## src/source/axi_pkg.sv

```systemverilog
/*
 * AXI4 widths and the legal transfer size
 * Burst and response enums, AXI channel structs
 * Outstanding request entry and the write and read response halves
 */
`default_nettype none

package axi_pkg;

  // *********************************************************************
  // Widths
  // *********************************************************************
  localparam int AxiAddrWidth = 16;
  localparam int AxiDataWidth = 32;
  localparam int AxiIdWidth   = 4;
  localparam int AxiLenWidth  = 8;

  // Only 4-byte beats are supported
  localparam logic [2:0] AxiSizeWord = 3'b010;

  // Burst type and response codes as coded on the bus
  typedef enum logic [1:0] {
    AXI_FIXED = 2'b00,
    AXI_INCR  = 2'b01,
    AXI_WRAP  = 2'b10
  } axi_burst_t;

  typedef enum logic [1:0] {
    AXI_OKAY   = 2'b00,
    AXI_EXOKAY = 2'b01,
    AXI_SLVERR = 2'b10,
    AXI_DECERR = 2'b11
  } axi_resp_t;

  // *********************************************************************
  // Channel structs
  // *********************************************************************
  // Master driven fields of AW, W, B, AR and R
  typedef struct packed {
    logic                    awvalid;
    logic [AxiAddrWidth-1:0] awaddr;
    logic [AxiIdWidth-1:0]   awid;
    logic [AxiLenWidth-1:0]  awlen;
    logic [2:0]              awsize;
    axi_burst_t              awburst;
    logic                    wvalid;
    logic [AxiDataWidth-1:0] wdata;
    logic                    wlast;
    logic                    bready;
    logic                    arvalid;
    logic [AxiAddrWidth-1:0] araddr;
    logic [AxiIdWidth-1:0]   arid;
    logic [AxiLenWidth-1:0]  arlen;
    logic [2:0]              arsize;
    axi_burst_t              arburst;
    logic                    rready;
  } s_axi_mosi_t;

  // Slave driven fields
  typedef struct packed {
    logic                    awready;
    logic                    wready;
    logic                    bvalid;
    axi_resp_t               bresp;
    logic [AxiIdWidth-1:0]   bid;
    logic                    arready;
    logic                    rvalid;
    logic [AxiDataWidth-1:0] rdata;
    axi_resp_t               rresp;
    logic [AxiIdWidth-1:0]   rid;
    logic                    rlast;
  } s_axi_miso_t;

  // Write half of the slave side
  typedef struct packed {
    logic                    awready;
    logic                    wready;
    logic                    bvalid;
    axi_resp_t               bresp;
    logic [AxiIdWidth-1:0]   bid;
  } s_axi_wr_resp_t;

  // Read half of the slave side
  typedef struct packed {
    logic                    arready;
    logic                    rvalid;
    logic [AxiDataWidth-1:0] rdata;
    axi_resp_t               rresp;
    logic [AxiIdWidth-1:0]   rid;
    logic                    rlast;
  } s_axi_rd_resp_t;

  // One queued request, error set when the checks failed
  typedef struct packed {
    logic [AxiAddrWidth-1:0] addr;
    logic [AxiIdWidth-1:0]   id;
    logic [AxiLenWidth-1:0]  alen;
    logic                    error;
  } s_ot_entry_t;

endpackage

`default_nettype wire

```

## src/source/noc_pkg.sv

```systemverilog
/*
 * NoC endpoint constants, window address map and region enum
 * Flit structs and the window address decoder
 */
`default_nettype none

package noc_pkg;

  // *********************************************************************
  // Virtual channels and buffering
  // *********************************************************************
  localparam int NumVirtChn    = 3;
  localparam int VcWidth       = 2;
  localparam int FlitDataWidth = 32;
  localparam int VcBuffSlots   = 4;
  localparam int OtSlots       = 2;

  // Address map, one word per VC with a fixed stride
  localparam int              MmAddrWidth  = 16;
  localparam logic [15:0]     WrWindowBase = 16'h1000;
  localparam logic [15:0]     RdWindowBase = 16'h2000;
  localparam int              VcStride     = 8;

  typedef enum logic [1:0] {
    REG_NONE  = 2'b00,
    REG_WR_VC = 2'b01,
    REG_RD_VC = 2'b10
  } mm_region_t;

  // Flit towards the router
  typedef struct packed {
    logic                     valid;
    logic [VcWidth-1:0]       vc_id;
    logic [FlitDataWidth-1:0] data;
  } s_flit_out_t;

  // Flit from the router
  typedef struct packed {
    logic                     valid;
    logic [VcWidth-1:0]       vc_id;
    logic [FlitDataWidth-1:0] data;
  } s_flit_in_t;

  // Decoded region and VC of an address
  typedef struct packed {
    mm_region_t         region;
    logic [VcWidth-1:0] vc;
  } s_mm_dec_t;

  // Exact match on base plus stride times n only
  // Anything else falls to REG_NONE
  function automatic s_mm_dec_t mm_decode(input logic [MmAddrWidth-1:0] addr);
    s_mm_dec_t dec;
    dec.region = REG_NONE;
    dec.vc     = '0;
    for (int n = 0; n < NumVirtChn; n++) begin
      if (addr == WrWindowBase + MmAddrWidth'(VcStride * n)) begin
        dec.region = REG_WR_VC;
        dec.vc     = VcWidth'(n);
      end
      if (addr == RdWindowBase + MmAddrWidth'(VcStride * n)) begin
        dec.region = REG_RD_VC;
        dec.vc     = VcWidth'(n);
      end
    end
    return dec;
  endfunction

endpackage

`default_nettype wire

```

## src/source/ot_fifo.sv

```systemverilog
/*
 * Circular buffer FIFO with the head word shown on the output
 * Used for outstanding requests and for the VC receive buffers
 */
`timescale 1ns/1ns
`default_nettype none

module ot_fifo #(
  parameter int SLOTS = 2,
  parameter int WIDTH = 8
) (
  input  logic             clk_axi,
  input  logic             arst_axi,
  input  logic             write_i,
  input  logic             read_i,
  input  logic [WIDTH-1:0] data_i,
  output logic [WIDTH-1:0] data_o,
  output logic             full_o,
  output logic             empty_o
);

  // Storage, pointers and occupancy
  logic [WIDTH-1:0]         mem [SLOTS];
  logic [$clog2(SLOTS)-1:0] wr_ptr;
  logic [$clog2(SLOTS)-1:0] rd_ptr;
  logic [$clog2(SLOTS):0]   count;
  logic                     do_write;
  logic                     do_read;

  assign full_o   = (count == SLOTS);
  assign empty_o  = (count == 0);
  // Push when full or pop when empty is dropped
  assign do_write = write_i && !full_o;
  assign do_read  = read_i && !empty_o;

  // Head is visible without a read cycle
  assign data_o = mem[rd_ptr];

  always_ff @(posedge clk_axi) begin
    if (do_write) begin
      mem[wr_ptr] <= data_i;
    end
  end

  always_ff @(posedge clk_axi or posedge arst_axi) begin
    if (arst_axi) begin
      wr_ptr <= '0;
      rd_ptr <= '0;
      count  <= '0;
    end
    else begin
      // Pointers wrap at the last slot
      if (do_write) begin
        wr_ptr <= (wr_ptr == SLOTS - 1) ? '0 : wr_ptr + 1'b1;
      end
      if (do_read) begin
        rd_ptr <= (rd_ptr == SLOTS - 1) ? '0 : rd_ptr + 1'b1;
      end
      // Simultaneous push and pop leaves the count alone
      case ({do_write, do_read})
        2'b10:   count <= count + 1'b1;
        2'b01:   count <= count - 1'b1;
        default: count <= count;
      endcase
    end
  end

endmodule

`default_nettype wire

```

## src/source/axi_wr_ctrl.sv

```systemverilog
/*
 * AXI write path, AW check and outstanding queue
 * W beats streamed out as flits, registered B response
 */
`timescale 1ns/1ns
`default_nettype none

module axi_wr_ctrl
  import axi_pkg::*;
  import noc_pkg::*;
(
  input  logic           clk_axi,
  input  logic           arst_axi,
  input  s_axi_mosi_t    axi_mosi_i,
  output s_axi_wr_resp_t aw_o,
  output s_flit_out_t    flit_out_o,
  input  logic           flit_out_ready_i
);

  // Outstanding queue
  s_ot_entry_t ot_in;
  s_ot_entry_t head;
  logic        ot_full;
  logic        ot_empty;
  logic        ot_pop;

  // Decode of incoming AW and of the head entry
  s_mm_dec_t   aw_dec;
  s_mm_dec_t   head_dec;
  logic        aw_ok;

  // Data phase and response
  logic        w_active;
  logic        w_hs;
  logic        bvalid_q;
  axi_resp_t   bresp_q;
  logic [AxiIdWidth-1:0] bid_q;

  // *********************************************************************
  // Address channel
  // *********************************************************************
  assign aw_dec = mm_decode(axi_mosi_i.awaddr);
  // INCR, word size and a write window hit
  assign aw_ok  = (axi_mosi_i.awburst == AXI_INCR) &&
                  (axi_mosi_i.awsize == AxiSizeWord) &&
                  (aw_dec.region == REG_WR_VC);

  // Bad requests still take a slot so they get a SLVERR
  assign ot_in.addr  = axi_mosi_i.awaddr;
  assign ot_in.id    = axi_mosi_i.awid;
  assign ot_in.alen  = axi_mosi_i.awlen;
  assign ot_in.error = !aw_ok;

  ot_fifo #(
    .SLOTS (OtSlots),
    .WIDTH ($bits(s_ot_entry_t))
  ) u_ot_wr (
    .clk_axi  (clk_axi),
    .arst_axi (arst_axi),
    .write_i  (axi_mosi_i.awvalid && aw_o.awready),
    .read_i   (ot_pop),
    .data_i   (ot_in),
    .data_o   (head),
    .full_o   (ot_full),
    .empty_o  (ot_empty)
  );

  // *********************************************************************
  // Data channel and flit output
  // *********************************************************************
  assign head_dec = mm_decode(head.addr);
  // Beats only move while a head exists and B is not pending
  assign w_active = !ot_empty && !bvalid_q;

  always_comb begin
    aw_o.awready     = !ot_full;
    aw_o.wready      = 1'b0;
    flit_out_o.valid = 1'b0;
    flit_out_o.vc_id = head_dec.vc;
    flit_out_o.data  = axi_mosi_i.wdata;
    if (w_active) begin
      if (head.error) begin
        // Sink the beats of a rejected burst
        aw_o.wready = 1'b1;
      end
      else begin
        // Router back-pressure goes straight to W
        aw_o.wready      = flit_out_ready_i;
        flit_out_o.valid = axi_mosi_i.wvalid;
      end
    end
    aw_o.bvalid = bvalid_q;
    aw_o.bresp  = bresp_q;
    aw_o.bid    = bid_q;
  end

  assign w_hs   = axi_mosi_i.wvalid && aw_o.wready;
  // Head leaves the queue on the last beat
  assign ot_pop = w_hs && axi_mosi_i.wlast;

  // *********************************************************************
  // Response channel
  // *********************************************************************
  always_ff @(posedge clk_axi or posedge arst_axi) begin
    if (arst_axi) begin
      bvalid_q <= 1'b0;
    end
    else begin
      bvalid_q <= ot_pop || (bvalid_q && !axi_mosi_i.bready);
    end
  end

  // Captured with the last beat, held until bready
  always_ff @(posedge clk_axi) begin
    if (ot_pop) begin
      bresp_q <= head.error ? AXI_SLVERR : AXI_OKAY;
      bid_q   <= head.id;
    end
  end

endmodule

`default_nettype wire

```

## src/source/vc_rx_buffers.sv

```systemverilog
/*
 * Per-VC receive FIFOs for inbound flits
 * Read port muxed by the selected VC
 */
`timescale 1ns/1ns
`default_nettype none

module vc_rx_buffers
  import noc_pkg::*;
(
  input  logic                     clk_axi,
  input  logic                     arst_axi,
  input  s_flit_in_t               flit_in_i,
  output logic                     flit_in_ready_o,
  input  logic [VcWidth-1:0]       rd_vc_i,
  input  logic                     rd_pop_i,
  output logic [FlitDataWidth-1:0] rd_data_o,
  output logic                     rd_empty_o
);

  logic [NumVirtChn-1:0]                    vc_full;
  logic [NumVirtChn-1:0]                    vc_empty;
  logic [NumVirtChn-1:0]                    vc_push;
  logic [NumVirtChn-1:0]                    vc_pop;
  logic [NumVirtChn-1:0][FlitDataWidth-1:0] vc_head;

  always_comb begin
    // Unknown VC index reads as an empty channel
    flit_in_ready_o = 1'b1;
    rd_data_o       = '0;
    rd_empty_o      = 1'b1;
    for (int i = 0; i < NumVirtChn; i++) begin
      // Inbound steering, only into a FIFO with room
      vc_push[i] = flit_in_i.valid && (flit_in_i.vc_id == VcWidth'(i)) && !vc_full[i];
      // Pop goes to the selected VC only
      vc_pop[i]  = rd_pop_i && (rd_vc_i == VcWidth'(i));
      if (flit_in_i.vc_id == VcWidth'(i)) begin
        flit_in_ready_o = !vc_full[i];
      end
      if (rd_vc_i == VcWidth'(i)) begin
        rd_data_o  = vc_head[i];
        rd_empty_o = vc_empty[i];
      end
    end
  end

  // One buffer per VC
  for (genvar g = 0; g < NumVirtChn; g++) begin : gen_vc_fifo
    ot_fifo #(
      .SLOTS (VcBuffSlots),
      .WIDTH (FlitDataWidth)
    ) u_vc_fifo (
      .clk_axi  (clk_axi),
      .arst_axi (arst_axi),
      .write_i  (vc_push[g]),
      .read_i   (vc_pop[g]),
      .data_i   (flit_in_i.data),
      .data_o   (vc_head[g]),
      .full_o   (vc_full[g]),
      .empty_o  (vc_empty[g])
    );
  end

endmodule

`default_nettype wire

```

## src/source/axi_rd_ctrl.sv

```systemverilog
/*
 * AXI read path, AR check and outstanding queue
 * R beats drained from the selected VC buffer, error beat for bad requests
 */
`timescale 1ns/1ns
`default_nettype none

module axi_rd_ctrl
  import axi_pkg::*;
  import noc_pkg::*;
(
  input  logic                     clk_axi,
  input  logic                     arst_axi,
  input  s_axi_mosi_t              axi_mosi_i,
  output s_axi_rd_resp_t           ar_o,
  output logic [VcWidth-1:0]       rd_vc_o,
  output logic                     rd_pop_o,
  input  logic [FlitDataWidth-1:0] rd_data_i,
  input  logic                     rd_empty_i
);

  // Outstanding queue
  s_ot_entry_t ot_in;
  s_ot_entry_t head;
  logic        ot_full;
  logic        ot_empty;
  logic        ot_pop;

  // Decode of incoming AR and of the head entry
  s_mm_dec_t   ar_dec;
  s_mm_dec_t   head_dec;
  logic        ar_ok;

  // Beat tracking
  logic [AxiLenWidth-1:0] beat_cnt;
  logic                   r_hs;

  // *********************************************************************
  // Address channel
  // *********************************************************************
  assign ar_dec = mm_decode(axi_mosi_i.araddr);
  assign ar_ok  = (axi_mosi_i.arburst == AXI_INCR) &&
                  (axi_mosi_i.arsize == AxiSizeWord) &&
                  (ar_dec.region == REG_RD_VC);

  // Failed checks are queued too and answered with one error beat
  assign ot_in.addr  = axi_mosi_i.araddr;
  assign ot_in.id    = axi_mosi_i.arid;
  assign ot_in.alen  = axi_mosi_i.arlen;
  assign ot_in.error = !ar_ok;

  ot_fifo #(
    .SLOTS (OtSlots),
    .WIDTH ($bits(s_ot_entry_t))
  ) u_ot_rd (
    .clk_axi  (clk_axi),
    .arst_axi (arst_axi),
    .write_i  (axi_mosi_i.arvalid && ar_o.arready),
    .read_i   (ot_pop),
    .data_i   (ot_in),
    .data_o   (head),
    .full_o   (ot_full),
    .empty_o  (ot_empty)
  );

  // *********************************************************************
  // Data channel
  // *********************************************************************
  assign head_dec = mm_decode(head.addr);
  assign rd_vc_o  = head_dec.vc;

  always_comb begin
    ar_o.arready = !ot_full;
    ar_o.rid     = ot_empty ? '0 : head.id;
    ar_o.rvalid  = 1'b0;
    ar_o.rdata   = '0;
    ar_o.rresp   = AXI_OKAY;
    ar_o.rlast   = 1'b0;
    if (!ot_empty) begin
      if (head.error) begin
        // Single beat, zero data
        ar_o.rvalid = 1'b1;
        ar_o.rresp  = AXI_SLVERR;
        ar_o.rlast  = 1'b1;
      end
      else begin
        // Beat ready as soon as the buffer holds a flit
        // Head stays put until popped so R holds under stall
        ar_o.rvalid = !rd_empty_i;
        ar_o.rdata  = rd_data_i;
        ar_o.rlast  = !rd_empty_i && (beat_cnt == head.alen);
      end
    end
  end

  assign r_hs     = ar_o.rvalid && axi_mosi_i.rready;
  // Buffer is drained only by good beats
  assign rd_pop_o = r_hs && !head.error;
  assign ot_pop   = r_hs && ar_o.rlast;

  // Beat count of the head entry, cleared at burst end
  always_ff @(posedge clk_axi or posedge arst_axi) begin
    if (arst_axi) begin
      beat_cnt <= '0;
    end
    else if (r_hs) begin
      beat_cnt <= ar_o.rlast ? '0 : beat_cnt + 1'b1;
    end
  end

endmodule

`default_nettype wire

```

## src/source/axi_slave_top.sv

```systemverilog
/*
 * AXI4 slave front end of the NoC endpoint
 * Write controller, VC receive buffers and read controller
 */
`timescale 1ns/1ns
`default_nettype none

module axi_slave_top
  import axi_pkg::*;
  import noc_pkg::*;
(
  input  logic        clk_axi,
  input  logic        arst_axi,
  input  s_axi_mosi_t axi_mosi_i,
  output s_axi_miso_t axi_miso_o,
  output s_flit_out_t flit_out_o,
  input  logic        flit_out_ready_i,
  input  s_flit_in_t  flit_in_i,
  output logic        flit_in_ready_o
);

  s_axi_wr_resp_t           wr_resp;
  s_axi_rd_resp_t           rd_resp;
  logic [VcWidth-1:0]       rd_vc;
  logic                     rd_pop;
  logic [FlitDataWidth-1:0] rd_data;
  logic                     rd_empty;

  // Merge both response halves onto the slave side bundle
  assign axi_miso_o.awready = wr_resp.awready;
  assign axi_miso_o.wready  = wr_resp.wready;
  assign axi_miso_o.bvalid  = wr_resp.bvalid;
  assign axi_miso_o.bresp   = wr_resp.bresp;
  assign axi_miso_o.bid     = wr_resp.bid;
  assign axi_miso_o.arready = rd_resp.arready;
  assign axi_miso_o.rvalid  = rd_resp.rvalid;
  assign axi_miso_o.rdata   = rd_resp.rdata;
  assign axi_miso_o.rresp   = rd_resp.rresp;
  assign axi_miso_o.rid     = rd_resp.rid;
  assign axi_miso_o.rlast   = rd_resp.rlast;

  // PE writes become outgoing flits
  axi_wr_ctrl u_wr_ctrl (
    .clk_axi          (clk_axi),
    .arst_axi         (arst_axi),
    .axi_mosi_i       (axi_mosi_i),
    .aw_o             (wr_resp),
    .flit_out_o       (flit_out_o),
    .flit_out_ready_i (flit_out_ready_i)
  );

  // Inbound flits parked per VC
  vc_rx_buffers u_rx_buffers (
    .clk_axi         (clk_axi),
    .arst_axi        (arst_axi),
    .flit_in_i       (flit_in_i),
    .flit_in_ready_o (flit_in_ready_o),
    .rd_vc_i         (rd_vc),
    .rd_pop_i        (rd_pop),
    .rd_data_o       (rd_data),
    .rd_empty_o      (rd_empty)
  );

  // PE reads drain the buffers
  axi_rd_ctrl u_rd_ctrl (
    .clk_axi    (clk_axi),
    .arst_axi   (arst_axi),
    .axi_mosi_i (axi_mosi_i),
    .ar_o       (rd_resp),
    .rd_vc_o    (rd_vc),
    .rd_pop_o   (rd_pop),
    .rd_data_i  (rd_data),
    .rd_empty_i (rd_empty)
  );

endmodule

`default_nettype wire

```

## config.mk

```make
export PLATFORM = sky130hd
export DESIGN_NAME = axi_slave_top
export DESIGN_NICKNAME = d
export VERILOG_FILES = /design/src/source/axi_pkg.sv /design/src/source/noc_pkg.sv /design/src/source/ot_fifo.sv /design/src/source/axi_wr_ctrl.sv /design/src/source/vc_rx_buffers.sv /design/src/source/axi_rd_ctrl.sv /design/src/source/axi_slave_top.sv
export SDC_FILE = /design/constraint.sdc
export NUM_CORES = 1
export LEC_CHECK = 0
export BUFFER_PORTS_ARGS = -buffer_cell sky130_fd_sc_hd__buf_2
export CORE_ASPECT_RATIO = 0.8
export CORE_MARGIN = 2
export CORE_UTILIZATION = 30
export CTS_BUF_LIST = sky130_fd_sc_hd__clkbuf_4 sky130_fd_sc_hd__clkbuf_8
export DETAILED_ROUTE_END_ITERATION = 10
export MAX_ROUTING_LAYER = met4
export PLACE_DENSITY = 0.54
export SKIP_LAST_GASP = 1
export SYNTH_ARGS = -nofsm -noshare
export SYNTH_HDL_FRONTEND = slang
export SYNTH_HIERARCHICAL = 1
export SYNTH_SLANG_ARGS = --single-unit
```

## constraint.sdc

```tcl
create_clock -name clk_axi -period 3.63 [get_ports clk_axi]
set_input_delay 0.1815 -clock clk_axi [delete_from_list [all_inputs] [get_ports clk_axi]]
set_output_delay 0.1815 -clock clk_axi [all_outputs]
set_load 0.02 [all_outputs]
```

==> reports/qor.csv <==
metric;value;unit
outcome;finished with violations;
failing checks;setup timing;
Reg area;15600;µm²
RR Startpoint;u_rd_ctrl/u_ot_rd/rd_ptr;
final clock skew;0.0322;ns
# H-tree levels;3;
Most Crowded Layer GR;met2;
DRT iter0 DRCs;598;
Global Route met2 Usage;22.3;%
die area;74900;µm²
Fmax;260;MHz
type of origin of the critical path;register;
Ys Warns;6;
vias in the first global route;11861;
# rows;88;
initial antenna violation count;3;
clock sinks;527;
leak pwr;9.45;nW
crit path kind;register to register;
Final min period;3.85;ns
crit path DAT;4.41;ns
Slew Limit Headroom;28.3;%
maximum root-to-sink buffer count;3;
Syn-to-layout area delta;25.9;%
final worst setup slack;-0.216;ns
# DRC;0;
worst reg2reg path endpoint;u_rx_buffers/gen_vc_fifo[2].u_vc_fifo/count[2];
CTS tree;yes;
antenna viol nets, final;0;
max cap viols;0;
TritonCTS Buffers;91;
Mean Syn Cell Area;20.0;µm²
CP Data Required Time;4.20;ns
Power Dens Cells;624;nW/µm²
initial core utilization;30.3;%
Tot Pwr;17.1;mW
DRT Pass-1 Iters;4;
Critical Path Sink Type;register;
GR Overflow Total;0;
share of layout cells above drive strength 1;43.6;%
drt wl/cell;20.8;µm
Tot GR Track Use;13.9;%
IR drop worst, VDD;0.297;mV
Final Hold Vio Count;0;
via/cell ratio;4.59;
Mapped Cells;1093;
Worst-Skew Late Latency;0.67;ns
largest net degree at the start of global routing;36;
worst hold slack;0.0563;ns
Multi-input gate area;5890;µm²
clock-pin slew on the worst setup and hold paths;0.06;ns
R2R cell count;21;
CP Max Fanout;7;
HPWL after DPL;29.1;mm
I/O Buffers;153;
worst-margin pin slew;1.08;ns
WL final;51.0;mm
first-pass GRT wire length;74.5;mm
Mapped Area;21800;µm²
Final nets;1598;
core footprint;72000;µm²
GR Util met1;17.8;%
Die X;306;µm
met3 Usage GRT;2.96;%
final setup vio count;39;
vias after detailed routing;11257;
fill cell count;6654;
reg-to-reg slack, setup;-0.22;ns
Pins Over Slew Limit;0;
RSZ-0062 raised after global routing;yes;
Syn Nets;1259;
Final Cycle Share;106;%
IO Pins;228;
DIE HEIGHT;245;µm
Root Driver;clkbuf_8;
Hold Crit Class;primary input to async pin;
Final GP Congestion;0.749;
where the power goes:
group / internal (mW) / switching, mW / leakage [nW]
sequential: 7.40 / 0.388 / 4.89
combinational: 1.99 / 2.04 / 3.62
clock: 2.89 / 2.43 / 0.940
total: 12.3 / 4.85 / 9.45
area by class of cell:
type                       instances  share of cell area, %
clock inverter                    53                   1.39
timing repair buffer             327                   10.2
multi-input combinational        449                   21.5
inverter                          36                  0.492
antenna                            2                 0.0182
sequential                       527                   56.9
clock buffer                     114                   5.19
tap                              945                   4.30
cell usage in the layout, fill, tap and decap left out, types with 5 or more instances in the layout:
cell / n
edfxtp_1: 489
buf_2: 119
dlygate4sd3_1: 94
clkbuf_8: 91
mux4_2: 84
mux2_2: 57
buf_4: 55
buf_6: 41
inv_1: 32
and2_4: 31
dfrtp_1: 31
mux2i_1: 26
clkinv_1: 25
clkbuf_4: 23
xor2_1: 23
nor2_1: 21
o2bb2ai_2: 21
ha_1: 18
clkinv_2: 14
and2_2: 12
mux4_1: 12
buf_12: 11
o2bb2ai_4: 11
nor2b_1: 9
xnor2_1: 9
nand2_1: 8
nor4_1: 7
dfrtp_2: 7
mux2i_2: 7
and3_1: 6
mux2_4: 6
clkinvlp_4: 5
nand4_1: 5
nor2b_2: 5
nand2b_1: 5
mux2i_4: 5
critical path: stages (launching register included):
cell and delay (ns):
dfrtp_2 0.45, clkbuf_16 0.18, mux2_4 0.31, nor4_4 0.24, nand4_1 0.14, buf_6 0.15
nor3b_4 0.21, buf_4 0.14, mux2i_1 0.17, mux2i_1 0.12, a21oi_2 0.18, nand2_2 0.10
nor2_4 0.11, and3b_1 0.16, nand2b_1 0.07, inv_1 0.06, ha_2 0.18, inv_2 0.04
fa_2 0.33, xor2_1 0.14, nor2_1 0.12, xor2_1 0.16
stage by stage:
| step | setup TNS [ns] | setup WS (ns) | instances | util (%) | cell area [µm²] |
|---|---|---|---|---|---|
| finish | -3.86 | -0.216 | 2453 | 38.2 | 27500 |
| global route | -11.87 | -0.515 | 2453 | 38.2 | 27500 |
| CTS | -5.40 | -0.251 | 2444 | 37.3 | 26900 |
| detailed placement | -1.06 | -0.257 | 2170 | 32.9 | 23700 |
| global placement | -0.436 | -0.155 | 2170 | 32.9 | 23700 |
| floorplan | -1.80 | -0.367 | 1093 | - | 21900 |
worst max path at each step:
| stage | start | end | slack [ns] |
|---|---|---|---|
| finish | u_rd_ctrl/u_ot_rd/rd_ptr | u_rx_buffers/gen_vc_fifo[2].u_vc_fifo/count[2] | -0.22 |
| global placement | u_rd_ctrl/u_ot_rd/rd_ptr | u_rx_buffers/gen_vc_fifo[1].u_vc_fifo/count[2] | -0.16 |
| detailed placement | u_rd_ctrl/u_ot_rd/rd_ptr | u_rx_buffers/gen_vc_fifo[1].u_vc_fifo/count[2] | -0.26 |
| global route | u_rd_ctrl/u_ot_rd/rd_ptr | u_rx_buffers/gen_vc_fifo[2].u_vc_fifo/count[2] | -0.52 |
| floorplan | u_rd_ctrl/u_ot_rd/rd_ptr | u_rx_buffers/gen_vc_fifo[0].u_vc_fifo/count[2] | -0.37 |
| CTS | u_rd_ctrl/u_ot_rd/rd_ptr | u_rx_buffers/gen_vc_fifo[1].u_vc_fifo/count[2] | -0.25 |
registers in the layout, summed over array words and instances (netlist names), 2 cells and up:
signal and count:
u_rd_ctrl/beat_cnt 8, u_wr_ctrl/u_ot_wr/mem 42, u_rx_buffers/gen_vc_fifo.u_vc_fifo/wr_ptr 6, u_rd_ctrl/u_ot_rd/mem 58, u_rx_buffers/gen_vc_fifo.u_vc_fifo/count 9, u_rd_ctrl/u_ot_rd/count 2
u_wr_ctrl/u_ot_wr/count 2, u_rx_buffers/gen_vc_fifo.u_vc_fifo/rd_ptr 6, u_wr_ctrl/bid_q 4, u_rx_buffers/gen_vc_fifo.u_vc_fifo/mem 384
routing by layer:
metal / up-vias / routed length [µm]
met4: 0 / 969
met3: 71 / 2030
met2: 272 / 24800
met1: 5903 / 23200
met5: - / 0
li1: 5011 / -
what timing repair did:
| action | CTS | global route |
|---|---|---|
| endpoints found under the hold margin | 532 | 0 |
| setup endpoints to repair | 40 | 43 |
| resized for setup | 64 | 116 |
| setup buffers | 10 | 6 |
| pin swaps | 4 | 13 |
| hold buffers | 94 | 0 |
| gates cloned | 3 | 2 |
No activity file was read; power rests on OpenSTA's default activity.
